===== config.mk =====
export PLATFORM = sky130hd
export DESIGN_NAME = ks_adder_top
export DESIGN_NICKNAME = d
export VERILOG_FILES = /design/src/logic/wb_pkg.sv /design/src/logic/adder_pkg.sv /design/src/logic/exec_if.sv /design/src/logic/kogge_stone_adder.sv /design/src/logic/wb_reg_decode.sv /design/src/logic/add_execute.sv /design/src/logic/result_capture.sv /design/src/logic/ks_adder_top.sv
export SDC_FILE = /design/constraint.sdc
export NUM_CORES = 1
export LEC_CHECK = 0
export BUFFER_PORTS_ARGS = -buffer_cell sky130_fd_sc_hd__buf_2
export CAP_MARGIN = 20
export CORE_ASPECT_RATIO = 1.2
export CORE_MARGIN = 1
export CORE_UTILIZATION = 30
export CTS_CLUSTER_SIZE = 30
export DETAILED_ROUTE_END_ITERATION = 10
export SLEW_MARGIN = 20
export SYNTH_ARGS = -nofsm -noshare
export SYNTH_HDL_FRONTEND = slang
export SYNTH_SLANG_ARGS = --single-unit

===== constraint.sdc =====
create_clock -name clk -period 9.9 [get_ports clk]
set_input_delay 0.99 -clock clk [delete_from_list [all_inputs] [get_ports clk]]
set_output_delay 0.99 -clock clk [all_outputs]
set_load 0.01 [all_outputs]

===== src/logic/wb_pkg.sv =====
package wb_pkg;

    // bus word and register address widths
    localparam int WB_DATA_W = 32;
    localparam int WB_ADDR_W = 3;

    typedef logic [WB_DATA_W-1:0] wb_data_t;  // one bus data word
    typedef logic [WB_ADDR_W-1:0] wb_addr_t;  // word address, no byte offset

    // register map, word addresses
    localparam wb_addr_t REG_OPA_LO = 3'd0;
    localparam wb_addr_t REG_OPA_HI = 3'd1;
    localparam wb_addr_t REG_OPB_LO = 3'd2;
    localparam wb_addr_t REG_OPB_HI = 3'd3;
    localparam wb_addr_t REG_CTRL   = 3'd4;
    localparam wb_addr_t REG_SUM_LO = 3'd5;  // read only
    localparam wb_addr_t REG_SUM_HI = 3'd6;  // read only
    localparam wb_addr_t REG_STATUS = 3'd7;  // read only

    // control word bits
    localparam int CTRL_GO  = 0;  // launch on write
    localparam int CTRL_SUB = 1;  // 1 = subtract
    localparam int CTRL_CIN = 2;  // carry in, or borrow when subtracting

    // status word bits
    localparam int STAT_DONE = 0;
    localparam int STAT_COUT = 1;
    localparam int STAT_OVF  = 2;

endpackage


===== src/logic/adder_pkg.sv =====
package adder_pkg;

    // datapath width the top level uses unless told otherwise
    localparam int WIDTH_DEFAULT = 64;

    // full width operand and result words as seen by the register file
    typedef logic [WIDTH_DEFAULT-1:0] operand_t;
    typedef logic [WIDTH_DEFAULT-1:0] sum_t;

    // operation select carried with each request
    typedef enum logic {
        OP_ADD = 1'b0,
        OP_SUB = 1'b1
    } add_op_e;

endpackage


===== src/logic/exec_if.sv =====
`timescale 1ns/1ns

interface exec_if import adder_pkg::*; #(
    parameter int WIDTH = WIDTH_DEFAULT
) ();

    // request, one cycle pulse from decode
    logic             req_valid;
    logic [WIDTH-1:0] opa;
    logic [WIDTH-1:0] opb;
    add_op_e          op;
    logic             cin;  // raw carry or borrow bit from the control word

    // completed result from execute
    logic             res_valid;
    logic [WIDTH-1:0] sum;
    logic             cout;
    logic             ovf;

    modport decode_mp (
        output req_valid, opa, opb, op, cin
    );

    modport exec_mp (
        input  req_valid, opa, opb, op, cin,
        output res_valid, sum, cout, ovf
    );

    modport result_mp (
        input res_valid, sum, cout, ovf
    );

endinterface


===== src/logic/kogge_stone_adder.sv =====
`timescale 1ns/1ns

module kogge_stone_adder #(
    parameter int WIDTH = 64
) (
    input  logic [WIDTH-1:0] a,
    input  logic [WIDTH-1:0] b,
    input  logic             cin,
    output logic [WIDTH-1:0] sum,
    output logic             cout
);

    // position 0 holds the carry in, positions 1..WIDTH hold the operand bits
    localparam int N      = WIDTH + 1;
    localparam int LEVELS = $clog2(N);  // doubling spans until all of N is covered

    // group generate per level, level 0 is the bitwise term
    wire [LEVELS:0][N-1:0] gk;
    // group propagate, only the levels that feed another level
    wire [LEVELS-1:0][N-1:0] pk;

    // bitwise generate and propagate
    // cin acts as a generate that nothing can kill
    assign gk[0] = {a & b, cin};
    assign pk[0] = {a ^ b, 1'b0};

    genvar k;
    genvar i;
    generate
        for (k = 0; k < LEVELS; k++) begin : g_level
            localparam int SPAN = 1 << k;

            for (i = 0; i < N; i++) begin : g_pos
                if (i >= SPAN) begin : g_merge
                    // black cell, combine with the group SPAN positions lower
                    assign gk[k+1][i] = gk[k][i] | (pk[k][i] & gk[k][i-SPAN]);
                    if (k < LEVELS - 1) begin : g_prop
                        assign pk[k+1][i] = pk[k][i] & pk[k][i-SPAN];
                    end
                end else begin : g_pass
                    // group already reaches position 0, carry is final
                    assign gk[k+1][i] = gk[k][i];
                    if (k < LEVELS - 1) begin : g_prop
                        assign pk[k+1][i] = pk[k][i];
                    end
                end
            end
        end
    endgenerate

    // gk[LEVELS][i] is the carry into operand bit i
    assign sum  = pk[0][WIDTH:1] ^ gk[LEVELS][WIDTH-1:0];
    assign cout = gk[LEVELS][WIDTH];  // generate over every position

endmodule


===== src/logic/wb_reg_decode.sv =====
`timescale 1ns/1ns

module wb_reg_decode import wb_pkg::*, adder_pkg::*; #(
    parameter int WIDTH = WIDTH_DEFAULT
) (
    input  logic      clk,
    input  logic      arst_n,
    input  logic      cyc,
    input  logic      stb,
    input  logic      we,
    input  wb_addr_t  adr,
    input  wb_data_t  dat_i,
    input  wb_data_t  status,
    input  sum_t      sum,
    output wb_data_t  dat_o,
    output logic      ack,
    exec_if.decode_mp req
);

    localparam int HI = $bits(operand_t) - 1;  // top bit of a full operand

    operand_t opa_q;
    operand_t opb_q;
    wb_data_t ctrl_q;
    logic     served_q;  // current strobe already acked
    logic     go_q;
    logic     take;
    wb_data_t rd_data;

    // accept a transfer once per strobe
    assign take = cyc && stb && !served_q;

    // classic handshake, ack one cycle after the request is seen
    always_ff @(posedge clk or negedge arst_n) begin
        if (!arst_n) begin
            ack      <= 1'b0;
            served_q <= 1'b0;
        end else begin
            ack <= take;
            if (take) begin
                served_q <= 1'b1;
            end else if (!(cyc && stb)) begin
                served_q <= 1'b0;  // strobe dropped or cycle ended
            end
        end
    end

    // register writes land on the acking edge
    always_ff @(posedge clk or negedge arst_n) begin
        if (!arst_n) begin
            opa_q  <= '0;
            opb_q  <= '0;
            ctrl_q <= '0;
            go_q   <= 1'b0;
        end else begin
            go_q <= 1'b0;
            if (take && we) begin
                case (adr)
                    REG_OPA_LO: opa_q[WB_DATA_W-1:0]  <= dat_i;
                    REG_OPA_HI: opa_q[HI:WB_DATA_W]   <= dat_i;
                    REG_OPB_LO: opb_q[WB_DATA_W-1:0]  <= dat_i;
                    REG_OPB_HI: opb_q[HI:WB_DATA_W]   <= dat_i;
                    REG_CTRL: begin
                        ctrl_q <= dat_i;
                        go_q   <= dat_i[CTRL_GO];  // launch next cycle
                    end
                    default: ;  // result and status are read only
                endcase
            end
        end
    end

    // read mux
    always_comb begin
        case (adr)
            REG_OPA_LO: rd_data = opa_q[WB_DATA_W-1:0];
            REG_OPA_HI: rd_data = opa_q[HI:WB_DATA_W];
            REG_OPB_LO: rd_data = opb_q[WB_DATA_W-1:0];
            REG_OPB_HI: rd_data = opb_q[HI:WB_DATA_W];
            REG_CTRL:   rd_data = ctrl_q;
            REG_SUM_LO: rd_data = sum[WB_DATA_W-1:0];
            REG_SUM_HI: rd_data = sum[HI:WB_DATA_W];
            REG_STATUS: rd_data = status;
            default:    rd_data = '0;
        endcase
    end

    // read data registered alongside ack
    always_ff @(posedge clk or negedge arst_n) begin
        if (!arst_n) begin
            dat_o <= '0;
        end else if (take && !we) begin
            dat_o <= rd_data;
        end
    end

    // request built from the stored operands and control word
    assign req.req_valid = go_q;
    assign req.opa       = opa_q[WIDTH-1:0];  // upper word unused at 32 bits
    assign req.opb       = opb_q[WIDTH-1:0];
    assign req.op        = ctrl_q[CTRL_SUB] ? OP_SUB : OP_ADD;
    assign req.cin       = ctrl_q[CTRL_CIN];

endmodule


===== src/logic/add_execute.sv =====
`timescale 1ns/1ns

module add_execute import adder_pkg::*; #(
    parameter int WIDTH = WIDTH_DEFAULT
) (
    input  logic    clk,
    input  logic    arst_n,
    exec_if.exec_mp ex
);

    logic [WIDTH-1:0] a_q;
    logic [WIDTH-1:0] b_q;
    logic             cin_q;
    logic             v_q;
    logic             sub;
    logic [WIDTH-1:0] add_sum;
    logic             add_cout;
    logic             ovf;

    assign sub = (ex.op == OP_SUB);

    // valid bits for both stages
    always_ff @(posedge clk or negedge arst_n) begin
        if (!arst_n) begin
            v_q          <= 1'b0;
            ex.res_valid <= 1'b0;
        end else begin
            v_q          <= ex.req_valid;
            ex.res_valid <= v_q;
        end
    end

    // stage 1, subtract as a + ~b + ~borrow
    always_ff @(posedge clk) begin
        if (ex.req_valid) begin
            a_q   <= ex.opa;
            b_q   <= sub ? ~ex.opb : ex.opb;
            cin_q <= ex.cin ^ sub;
        end
    end

    kogge_stone_adder #(.WIDTH(WIDTH)) u_adder (
        .a    (a_q),
        .b    (b_q),
        .cin  (cin_q),
        .sum  (add_sum),
        .cout (add_cout)
    );

    // signed overflow on the conditioned inputs
    assign ovf = (a_q[WIDTH-1] == b_q[WIDTH-1]) && (add_sum[WIDTH-1] != a_q[WIDTH-1]);

    // stage 2, adder output register
    always_ff @(posedge clk) begin
        if (v_q) begin
            ex.sum  <= add_sum;
            ex.cout <= add_cout;
            ex.ovf  <= ovf;
        end
    end

endmodule


===== src/logic/result_capture.sv =====
`timescale 1ns/1ns

module result_capture import wb_pkg::*, adder_pkg::*; #(
    parameter int WIDTH = WIDTH_DEFAULT
) (
    input  logic      clk,
    input  logic      arst_n,
    input  logic      go,  // launch pulse, same as req_valid
    exec_if.result_mp res,
    output sum_t      sum,
    output wb_data_t  status
);

    logic [WIDTH-1:0] sum_q;
    logic             cout_q;
    logic             ovf_q;
    logic             done_q;

    always_ff @(posedge clk or negedge arst_n) begin
        if (!arst_n) begin
            sum_q  <= '0;
            cout_q <= 1'b0;
            ovf_q  <= 1'b0;
            done_q <= 1'b0;
        end else begin
            if (go) begin
                done_q <= 1'b0;  // new operation in flight
            end
            // an older completion still sets done
            // the host waits on each launch before the next
            if (res.res_valid) begin
                sum_q  <= res.sum;
                cout_q <= res.cout;
                ovf_q  <= res.ovf;
                done_q <= 1'b1;
            end
        end
    end

    // zero extended when the datapath is narrower than the register map
    assign sum = sum_t'(sum_q);

    always_comb begin
        status            = '0;
        status[STAT_DONE] = done_q;
        status[STAT_COUT] = cout_q;
        status[STAT_OVF]  = ovf_q;
    end

endmodule


===== src/logic/ks_adder_top.sv =====
`timescale 1ns/1ns

module ks_adder_top import wb_pkg::*, adder_pkg::*; #(
    parameter int WIDTH = WIDTH_DEFAULT
) (
    input  logic     clk,
    input  logic     arst_n,
    input  logic     cyc,
    input  logic     stb,
    input  logic     we,
    input  wb_addr_t adr,
    input  wb_data_t dat_i,
    output wb_data_t dat_o,
    output logic     ack
);

    sum_t     cap_sum;     // latest result for SUM_LO/HI reads
    wb_data_t cap_status;  // packed done, cout, ovf

    exec_if #(.WIDTH(WIDTH)) u_exec_if ();

    wb_reg_decode #(.WIDTH(WIDTH)) u_decode (
        .clk    (clk),
        .arst_n (arst_n),
        .cyc    (cyc),
        .stb    (stb),
        .we     (we),
        .adr    (adr),
        .dat_i  (dat_i),
        .status (cap_status),
        .sum    (cap_sum),
        .dat_o  (dat_o),
        .ack    (ack),
        .req    (u_exec_if.decode_mp)
    );

    add_execute #(.WIDTH(WIDTH)) u_execute (
        .clk    (clk),
        .arst_n (arst_n),
        .ex     (u_exec_if.exec_mp)
    );

    result_capture #(.WIDTH(WIDTH)) u_result (
        .clk    (clk),
        .arst_n (arst_n),
        .go     (u_exec_if.req_valid),
        .res    (u_exec_if.result_mp),
        .sum    (cap_sum),
        .status (cap_status)
    );

endmodule


==> flow_metrics.tcl, run 1 <==
set metrics [dict create \
    status "finished with violations" \
    violations "design-rule violations" \
    die_x_um 248 \
    post_cts_resized 0 \
    min_period_over_period 0.384 \
    synth-main-ff-cell "dfrtp_1" \
    synth-edff-count 195 \
    p_leak_nw 10.4 \
    setup_tns_ns 0 \
    syn-num-nets 1799 \
    powerDensity_nw_per_um2 186 \
    dp_hpwl_um 41400 \
    die-area_um2 73500 \
    ys_types 72 \
    grt_first_pass_wirelength_um 93500 \
    slew_headroom 0.254 \
    grt_overflow 0 \
    hp-class "in2async" \
    avgRoutedWirePerCell_um 22.8 \
    grtUsageMet2 0.290 \
    ios 73 \
    async_reset_ff_frac 0.575 \
    drv_slew 0 \
    clk-insertion-delay-late_ns 0.59 \
    drive_gt1_frac 0.252 \
    tightest_slew_ns 1.12 \
    final_antenna_net_count 0 \
    antenna_found_initial 0 \
    final_common_cell "dfrtp_1" \
    drt-initial-drc-count 901 \
    vias_per_cell 5.26 \
    gr-usage-met1 0.214 \
    cts_tree "yes" \
    numCtsBuffers 47 \
    yosys_warnings 0 \
    arrival_ns 4.26 \
    grt_usage 0.169 \
    core-area_um2 71400 \
    wirelength_um 61700 \
    htreeDepth 2 \
    grt_start_max_net_pins 94 \
    skew_ns 0.0290 \
    grt_pass1_vias 14800 \
    mostFrequentLayoutCells "260 x dfrtp_1, 239 x mux2_2, 195 x edfxtp_1" \
    die_h_um 297 \
    start_util 0.305 \
    met3_usage 0.0262 \
    grt-busiest-layer "met2" \
    n_antenna_cell 0 \
    synth_cells 1694 \
    hold_viol 0 \
    numClockSinks 459 \
    fp-row-count 107 \
    cts_buffer_depth 3 \
    firstDrtPassIters 8 \
    total_power_mw 4.57 \
    gp_congestion 0.892 \
    max_freq_mhz 263 \
    port_buffers 72 \
    crit_required_ns 10.36 \
    crit_path_end_kind "flip-flop" \
    drc 3 \
    cp_max_fo 28 \
    syn_to_final_growth_pct 13.4 \
    clk_pin_slew_ns 0.06 \
    yosysSeqAreaShare 0.573 \
    root_buffer "clkbuf_16" \
    start_kind "input port" \
    nets 1854 \
    period_minus_slack_ns 3.80 \
    cap_violations 0 \
    via_count 14300 \
    fill_cells 6873 \
    cts_hold_buf 0 \
    critical_path_class "in2reg" \
    avgSynthCellArea_um2 12.8 \
    rsz0062_at_grt "no" \
    setup_viol 0 \
    post-cts-setup-buffers 0 \
    synth_seq_cells 459 \
    syn_area_um2 21700 \
    vdd_drop_max_mv 0.106 \
]
==> final cells by class <==
type / instances / area [um^2] / area share
Clock buffer: 65 / 1330 / 0.0538
Clock inverter: 20 / 193 / 0.00782
Inverter: 24 / 90.1 / 0.00366
Multi-Input combinational cell: 1120 / 8830 / 0.358
Sequential cell: 459 / 12500 / 0.506
Tap cell: 926 / 1160 / 0.0470
Timing Repair Buffer: 97 / 571 / 0.0232
==> power by group <==
part / internal, mW / total [mW] / switching (mW)
logic: 0.225 / 0.460 / 0.236
registers: 2.19 / 2.34 / 0.149
clock network: 1.02 / 1.77 / 0.756
total: 3.43 / 4.57 / 1.14
==> cells in the mapped netlist, types with 7 or more instances <==
cell      number  area, um^2
dfrtp_1      264        6610
ha_1          64         801
nor2_1        52         195
a22oi_1       19         143
clkbuf_1      55         206
nand2b_1       7        43.8
mux2_2       239        2690
a31oi_1        8        50.1
nand4_1       22         138
o211ai_1       9        67.6
xor2_1        87         762
inv_1         24        90.1
buf_2         14        70.1
xnor2_1       39         342
and3_1        10        62.6
a21oi_1       95         475
a221o_1       13         130
nor2b_1        8        50.1
mux2i_1       24         240
nand2_1      111         417
a21boi_0      20         150
o221ai_1      14         123
a21o_1        29         218
buf_1         19        71.3
nand3_1       13        65.1
o21bai_1      17         128
o21ai_0      119         596
a221oi_1       8        70.1
o22a_1        12         105
edfxtp_1     195        5860
==> critical path, cell delays in order <==
cell     delay (ns)
buf_2          0.10
buf_4          0.26
nor2_1         0.49
nand2_1        0.78
nor2_4         0.76
buf_4          0.42
mux2_2         0.38
==> flip-flops by register name, indices dropped and copies added, names as in the netlist, 32 cells and up <==
name              cells
u_decode.ctrl_q      32
u_decode.dat_o       32
u_execute.b_q        64
u_result.sum         64
u_decode.req.opb     64
u_execute.a_q        64
u_execute.ex.sum     64
u_decode.req.opa     64
==> metal layers <==
metal	part of all wire	vias up
li1	-	6403
met1	0.42	7317
met2	0.50	429
met3	0.048	112
met4	0.031	0
met5	0	-
==> stage by stage <==
stage | std cells | utilization | cell area [um^2] | setup WS (ns) | hold WS [ns]
detailed placement | 2625 | 0.324 | 23100 | 5.54 | 0.452
CTS | 2710 | 0.345 | 24600 | 6.12 | 0.459
global route | 2711 | 0.345 | 24600 | 6.00 | 0.471
floorplan | 1694 | - | 21700 | 6.48 | 0.430
finish | 2711 | 0.345 | 24600 | 6.10 | 0.450
global placement | 2625 | 0.324 | 23100 | 5.64 | 0.445
==> logic make-up (layout without fill, tap and decap cells) <==
| family | Yosys count | after routing | synth area share |
|---|---|---|---|
| AOI/OAI and AO/OA | 416 | 416 | 0.126 |
| muxes | 267 | 267 | 0.138 |
| adders and majority gates | 65 | 65 | 0.0378 |
| DFF | 459 | 459 | 0.573 |
| xor gates and xnor gates | 126 | 126 | 0.0508 |
| buffers and inverters | 115 | 206 | 0.0214 |
| and+or+nand+nor | 246 | 246 | 0.0517 |
==> worst paths after layout <==
check	from	endpoint	slack [ns]	cells past startpoint
max	adr[2]	u_decode.req.opa[4]	6.10	7
min	arst_n	u_result.sum[38]	0.45	1
max reg2reg	u_execute.b_q[3]	u_execute.ex.ovf	6.14	10
min reg2reg	u_decode.req.opa[62]	u_execute.a_q[62]	0.46	0
max in group asynchronous	arst_n	u_decode.req.opb[31]	7.44	3
min in group clk	u_decode.req.opa[62]	u_execute.a_q[62]	0.46	0
(Power assumes the default switching activity.)
==> run 2: changes to the inputs <==
==> constraint.sdc (replaced) <==
create_clock -name clk -period 3.55 [get_ports clk]
set_input_delay 0.355 -clock clk [delete_from_list [all_inputs] [get_ports clk]]
set_output_delay 0.355 -clock clk [all_outputs]
set_load 0.01 [all_outputs]
==> run 2 against run 1 <==
The run still ends with design-rule violations left. Sequential share of layout area decreased by 0.26 points. Routed wire length is 3.0% higher. Die area stayed put. Sequential power rose to 2.8 times the previous value. Clock power rose to 2.7 times the previous value. Non-clock buffer count grew 20. Clock skew fell by 0.0056 ns. Critical path depth increased by 3. Power grew to 2.8 times the previous value. First-iteration DRC count up 32%. Register-to-register slack got worse by 5.9 ns. Cell count increased by 0.70%.
==> flow_metrics.tcl, run 2 (synthesized netlist as in run 1, its figures left out) <==
set metrics [dict create \
    numClockSinks 459 \
    root_buffer "clkbuf_16" \
    cpMostUsedCell "a21oi_1" \
    start_kind "flip-flop" \
    crit_end "u_execute.ex.sum[39]" \
    nets 1872 \
    worst-path-buf-inv 0 \
    vdd_drop_max_mv 0.279 \
    drv_slew 0 \
    skew_ns 0.0234 \
    numCtsBuffers 45 \
    drc 3 \
    core-area_um2 71400 \
    ios 73 \
    clk_pin_slew_ns 0.07 \
    cp_max_fo 5 \
    fill_cells 6973 \
    rsz0062_at_grt "no" \
    clk-insertion-delay-late_ns 0.58 \
    min_period_over_period 0.943 \
    antenna_found_initial 0 \
    avgRoutedWirePerCell_um 23.3 \
    hp-class "in2reg" \
    swShare 0.251 \
    die-area_um2 73500 \
    grt_first_pass_wirelength_um 96000 \
    setup_viol 0 \
    vias_per_cell 5.27 \
    combPwrFrac 0.103 \
    r2r-end "u_execute.ex.sum[39]" \
    grt_start_max_net_pins 125 \
    crit_required_ns 3.87 \
    rrSetupSlack_ns 0.20 \
    final_cell_area_um2 24800 \
    period_minus_slack_ns 3.35 \
    path_depth 10 \
    post-cts-setup-buffers 0 \
    final_antenna_net_count 0 \
    seqPwrFrac 0.517 \
    setup_tns_ns 0 \
    instances_no_fill 2730 \
    tightest_slew_ns 1.14 \
    crit_chain "ha_1 -> a21o_1 -> a21oi_1 -> a2111oi_2 -> a211oi_2 -> nand2_1 -> a21boi_1 -> o21bai_1 -> a21oi_1 -> xnor2_1" \
    grt_pass1_vias 14900 \
    syn_to_final_growth_pct 14.0 \
    mostFrequentLayoutCells "260 x dfrtp_1, 239 x mux2_2, 195 x edfxtp_1" \
    p_clk_frac 0.380 \
    min_delay_path_depth 2 \
    hold_slack_ns 0.0630 \
    setup_slack_ns 0.203 \
    firstDrtPassIters 10 \
    die_h_um 297 \
    wirelength_um 63600 \
    drive_gt1_frac 0.256 \
    drt-initial-drc-count 1186 \
    crit_path_end_kind "flip-flop" \
    cap_violations 0 \
    grt_overflow 0 \
    placed_cell_area_um2 23300 \
    p_switching_mw 3.17 \
    max_freq_mhz 299 \
    place_inst 2643 \
    start_util 0.305 \
    grt_usage 0.173 \
    via_count 14400 \
    fp-row-count 107 \
    die_x_um 248 \
    r2r-start "u_execute.b_q[3]" \
    worstRegToRegCells 10 \
    gp_congestion 0.955 \
    status "finished with violations" \
    slowest_stage "a211oi_2" \
    final_common_cell "dfrtp_1" \
    powerDensity_nw_per_um2 509 \
    cpPeakStageDelay_ns 0.58 \
    violations "design-rule violations" \
    post_cts_resized 0 \
    hold_viol 0 \
    internal_power_mw 9.45 \
    critical_path_class "reg2reg" \
    dp_hpwl_um 44600 \
    cts_tree "yes" \
    cts_hold_buf 3 \
    slew_headroom 0.239 \
    arrival_ns 3.67 \
    port_buffers 72 \
    n_antenna_cell 0 \
    worstSetupStartpoint "u_execute.b_q[3]" \
    p_leak_nw 10.4 \
    place_ws_ns 0.289 \
    htreeDepth 2 \
    cpLargestDelayFamily "compound AO/OA/AOI/OAI gates" \
    cts_buffer_depth 3 \
]
## run 2: cell types whose count changed in the layout (fill, tap and decap cells not counted), sizes merged
cell,delta
buf,+17
clkbuf,-4
clkinv,+4
dlygate4sd3,+3
inv,-1
## run 2: power groups by stage
stage          clock network (mW)  registers (mW)  logic, mW
2_1_floorplan                   0            6.47      0.851
3_3_place_gp                    0            6.59       1.29
3_5_place_dp                    0            6.62       1.31
4_1_cts                      4.91            6.51       1.32
5_1_grt                      5.11            6.57       1.44
6_report                     4.80            6.52       1.30
## run 2: worst min path at each step
stage              start              endpoint
2_1_floorplan     arst_n          u_decode.ack
3_3_place_gp      arst_n  u_decode.req.opb[40]
3_5_place_dp      arst_n     u_decode.dat_o[7]
4_1_cts        dat_i[12]  u_decode.req.opa[44]
5_1_grt        dat_i[10]   u_decode.ctrl_q[10]
6_report       dat_i[12]  u_decode.req.opa[44]
## run 2: final cells by class
| class | count | area [um^2] | area share |
|---|---|---|---|
| clock buffers | 61 | 1250 | 0.0505 |
| clock inverters | 23 | 194 | 0.00783 |
| inverters | 24 | 90.1 | 0.00364 |
| multi-input cells | 1120 | 8820 | 0.356 |
| flip-flops and latches | 459 | 12500 | 0.504 |
| well taps | 926 | 1160 | 0.0468 |
| repair buffers | 117 | 778 | 0.0314 |
## run 2: routing by layer
| layer | vias up | global-route usage | wire (um) |
|---|---|---|---|
| li1 | 6438 | - | - |
| met1 | 7410 | 0.227 | 27300 |
| met2 | 434 | 0.295 | 31700 |
| met3 | 94 | 0.0227 | 2940 |
| met4 | 0 | 0.0517 | 1670 |
| met5 | - | 0 | 0 |
## run 2: per-stage QoR
step / util / power, mW
2_1_floorplan: - / 7.33
6_report: 0.347 / 12.6
5_1_grt: 0.347 / 13.1
3_3_place_gp: 0.326 / 7.88
3_5_place_dp: 0.326 / 7.93
4_1_cts: 0.347 / 12.7
==> run 3: changes to the inputs <==
==> constraint.sdc (replaced) <==
create_clock -name clk -period 4.1 [get_ports clk]
set_input_delay 0.41 -clock clk [delete_from_list [all_inputs] [get_ports clk]]
set_output_delay 0.41 -clock clk [all_outputs]
set_load 0.01 [all_outputs]
==> run 3 against run 2 <==
The flow still finishes with violations (design-rule violations). Global-route usage fell by 0.23 points. Non-clock buffer count is 10 lower. Sequential power shrank 14%. Routed wire length is 0.87% lower. Cell count fell by 0.29%. Fmax decreased by 8.6%. Combinational power shrank 14%. Clock-buffer cell count grew 5. Flip-flop and latch count is the same. Critical path type unchanged. Largest cell class unchanged. Highest routed layer is now met5.
==> flow_metrics.tcl, run 3 (synthesized netlist as in run 1, its figures left out) <==
set metrics [dict create \
    final_antenna_net_count 0 \
    vias_per_cell 5.24 \
    drt-initial-drc-count 804 \
    cp_max_fo 3 \
    skew_ns 0.0219 \
    die_x_um 248 \
    rrSetupSlack_ns 0.44 \
    total_power_mw 11.2 \
    multi_input_area_um2 8820 \
    setup_viol 0 \
    grt_overflow 0 \
    tightest_slew_ns 1.06 \
    rsz0062_at_grt "no" \
    via_count 14300 \
    met1_length_um 26700 \
    final_cell_area_um2 24900 \
    min_to "u_decode.served_q" \
    n_antenna_cell 0 \
    cts_buffer_depth 3 \
    p_leak_nw 10.5 \
    crit_required_ns 4.41 \
    maxUsedRoutingLayer "met5" \
    grt_pass1_vias 14700 \
    regArea_um2 12500 \
    cpPeakStageDelay_ns 0.57 \
    met2WireLength_um 31600 \
    min_delay_path_depth 3 \
    grt_start_max_net_pins 110 \
    grt_first_pass_wirelength_um 94500 \
    post-cts-setup-buffers 0 \
    crit_path_end_kind "flip-flop" \
    vdd_drop_max_mv 0.317 \
    r2r-start "u_execute.b_q[0]" \
    fp-row-count 107 \
    final_common_cell "dfrtp_1" \
    avgRoutedWirePerCell_um 23.2 \
    nets 1863 \
    syn_to_final_growth_pct 14.5 \
    fill_cells 6912 \
    slew_headroom 0.293 \
    placed_cell_area_um2 23200 \
    htreeDepth 2 \
    numClockSinks 459 \
    violations "design-rule violations" \
    clk_pin_slew_ns 0.06 \
    cts_tree "yes" \
    max_freq_mhz 273 \
    status "finished with violations" \
    firstDrtPassIters 8 \
    drv_slew 0 \
    core-area_um2 71400 \
    worstHoldStart "stb" \
    met3WireLength_um 2780 \
    die_h_um 297 \
    period_minus_slack_ns 3.66 \
    wirelength_um 63000 \
    setup_slack_ns 0.438 \
    root_buffer "clkbuf_16" \
    slowest_stage "a31oi_1" \
    drive_gt1_frac 0.256 \
    cap_violations 0 \
    ios 73 \
    die-area_um2 73500 \
    min_period_over_period 0.893 \
    critical_path_class "reg2reg" \
    place_ws_ns 0.460 \
    gp_congestion 0.943 \
    hold_viol 0 \
    port_buffers 72 \
    hp-class "in2reg" \
    dp_hpwl_um 42500 \
    antenna_found_initial 2 \
    arrival_ns 3.98 \
    crit_chain "ha_1 -> a211oi_1 -> o211ai_1 -> a32oi_1 -> a21oi_2 -> a31o_2 -> a31oi_1 -> o21ai_1 -> a21oi_1 -> xnor2_1" \
    grt_usage 0.171 \
    powerDensity_nw_per_um2 450 \
    hold_slack_ns 0.0748 \
    drc 3 \
    start_kind "flip-flop" \
    setup_tns_ns 0 \
    start_util 0.305 \
    clk-insertion-delay-late_ns 0.59 \
    r2r-end "u_execute.ex.sum[50]" \
    worstRegToRegCells 10 \
    numCtsBuffers 46 \
    mostFrequentLayoutCells "260 x dfrtp_1, 239 x mux2_2, 195 x edfxtp_1" \
]
run 3: cell count changes in the layout (fill, tap and decap cells not counted), sizes merged:
cell	before	now
buf	114	106
bufinv	3	4
clkbuf	61	66
clkinv	17	13
clkinvlp	2	0
dlygate4sd3	3	1
inv	25	27
run 3: final cells by class:
| class | count | share of cell area |
|---|---|---|
| Sequential cell | 459 | 0.501 |
| Multi-Input combinational cell | 1120 | 0.354 |
| Clock buffer | 66 | 0.0564 |
| Tap cell | 926 | 0.0465 |
| Timing Repair Buffer | 107 | 0.0297 |
| Clock inverter | 20 | 0.00804 |
| Inverter | 24 | 0.00362 |
run 3: critical path, delay by kind of cell, from the launching register on:
| family | cells | cell delay, ns |
|---|---|---|
| compound gates | 8 | 2.58 |
| xor+xnor | 1 | 0.09 |
| fa+ha+maj | 1 | 0.33 |
| flops | 1 | 0.41 |
run 3: report_power, final:
part           leakage, nW  switching [mW]  internal, mW
Sequential            5.23           0.336          5.29
Combinational         4.44           0.571         0.554
Clock                0.796            1.82          2.64
run 3: worst max path at each step:
stage	start	to	slack, ns	cells after the start
6_report	u_execute.b_q[0]	u_execute.ex.sum[50]	0.44	10
5_1_grt	u_execute.b_q[0]	u_execute.ex.sum[50]	0.27	10
4_1_cts	u_execute.b_q[0]	u_execute.ex.sum[50]	0.42	10
3_5_place_dp	u_execute.b_q[0]	u_execute.ex.sum[50]	0.46	10
3_3_place_gp	u_execute.b_q[0]	u_execute.ex.sum[50]	0.41	10
2_1_floorplan	u_decode.req.req_valid	u_execute.a_q[0]	0.68	0
run 3: timing repair:
item | in CTS | in global routing
endpoints found under the hold margin | 100 | 0
hold buffers | 1 | 0
gates resized for setup | 0 | 0
run 3: stage by stage:
| step | instances | util |
|---|---|---|
| detailed placement | 2633 | 0.325 |
| global route | 2722 | 0.349 |
| floorplan | 1694 | - |
| global placement | 2633 | 0.325 |
| finish | 2722 | 0.349 |
| CTS | 2720 | 0.348 |
run 3: routing by layer:
layer	up-vias	GRT usage
li1	6424	-
met1	7320	0.222
met2	395	0.292
met3	111	0.0237
met4	4	0.0546
met5	-	0
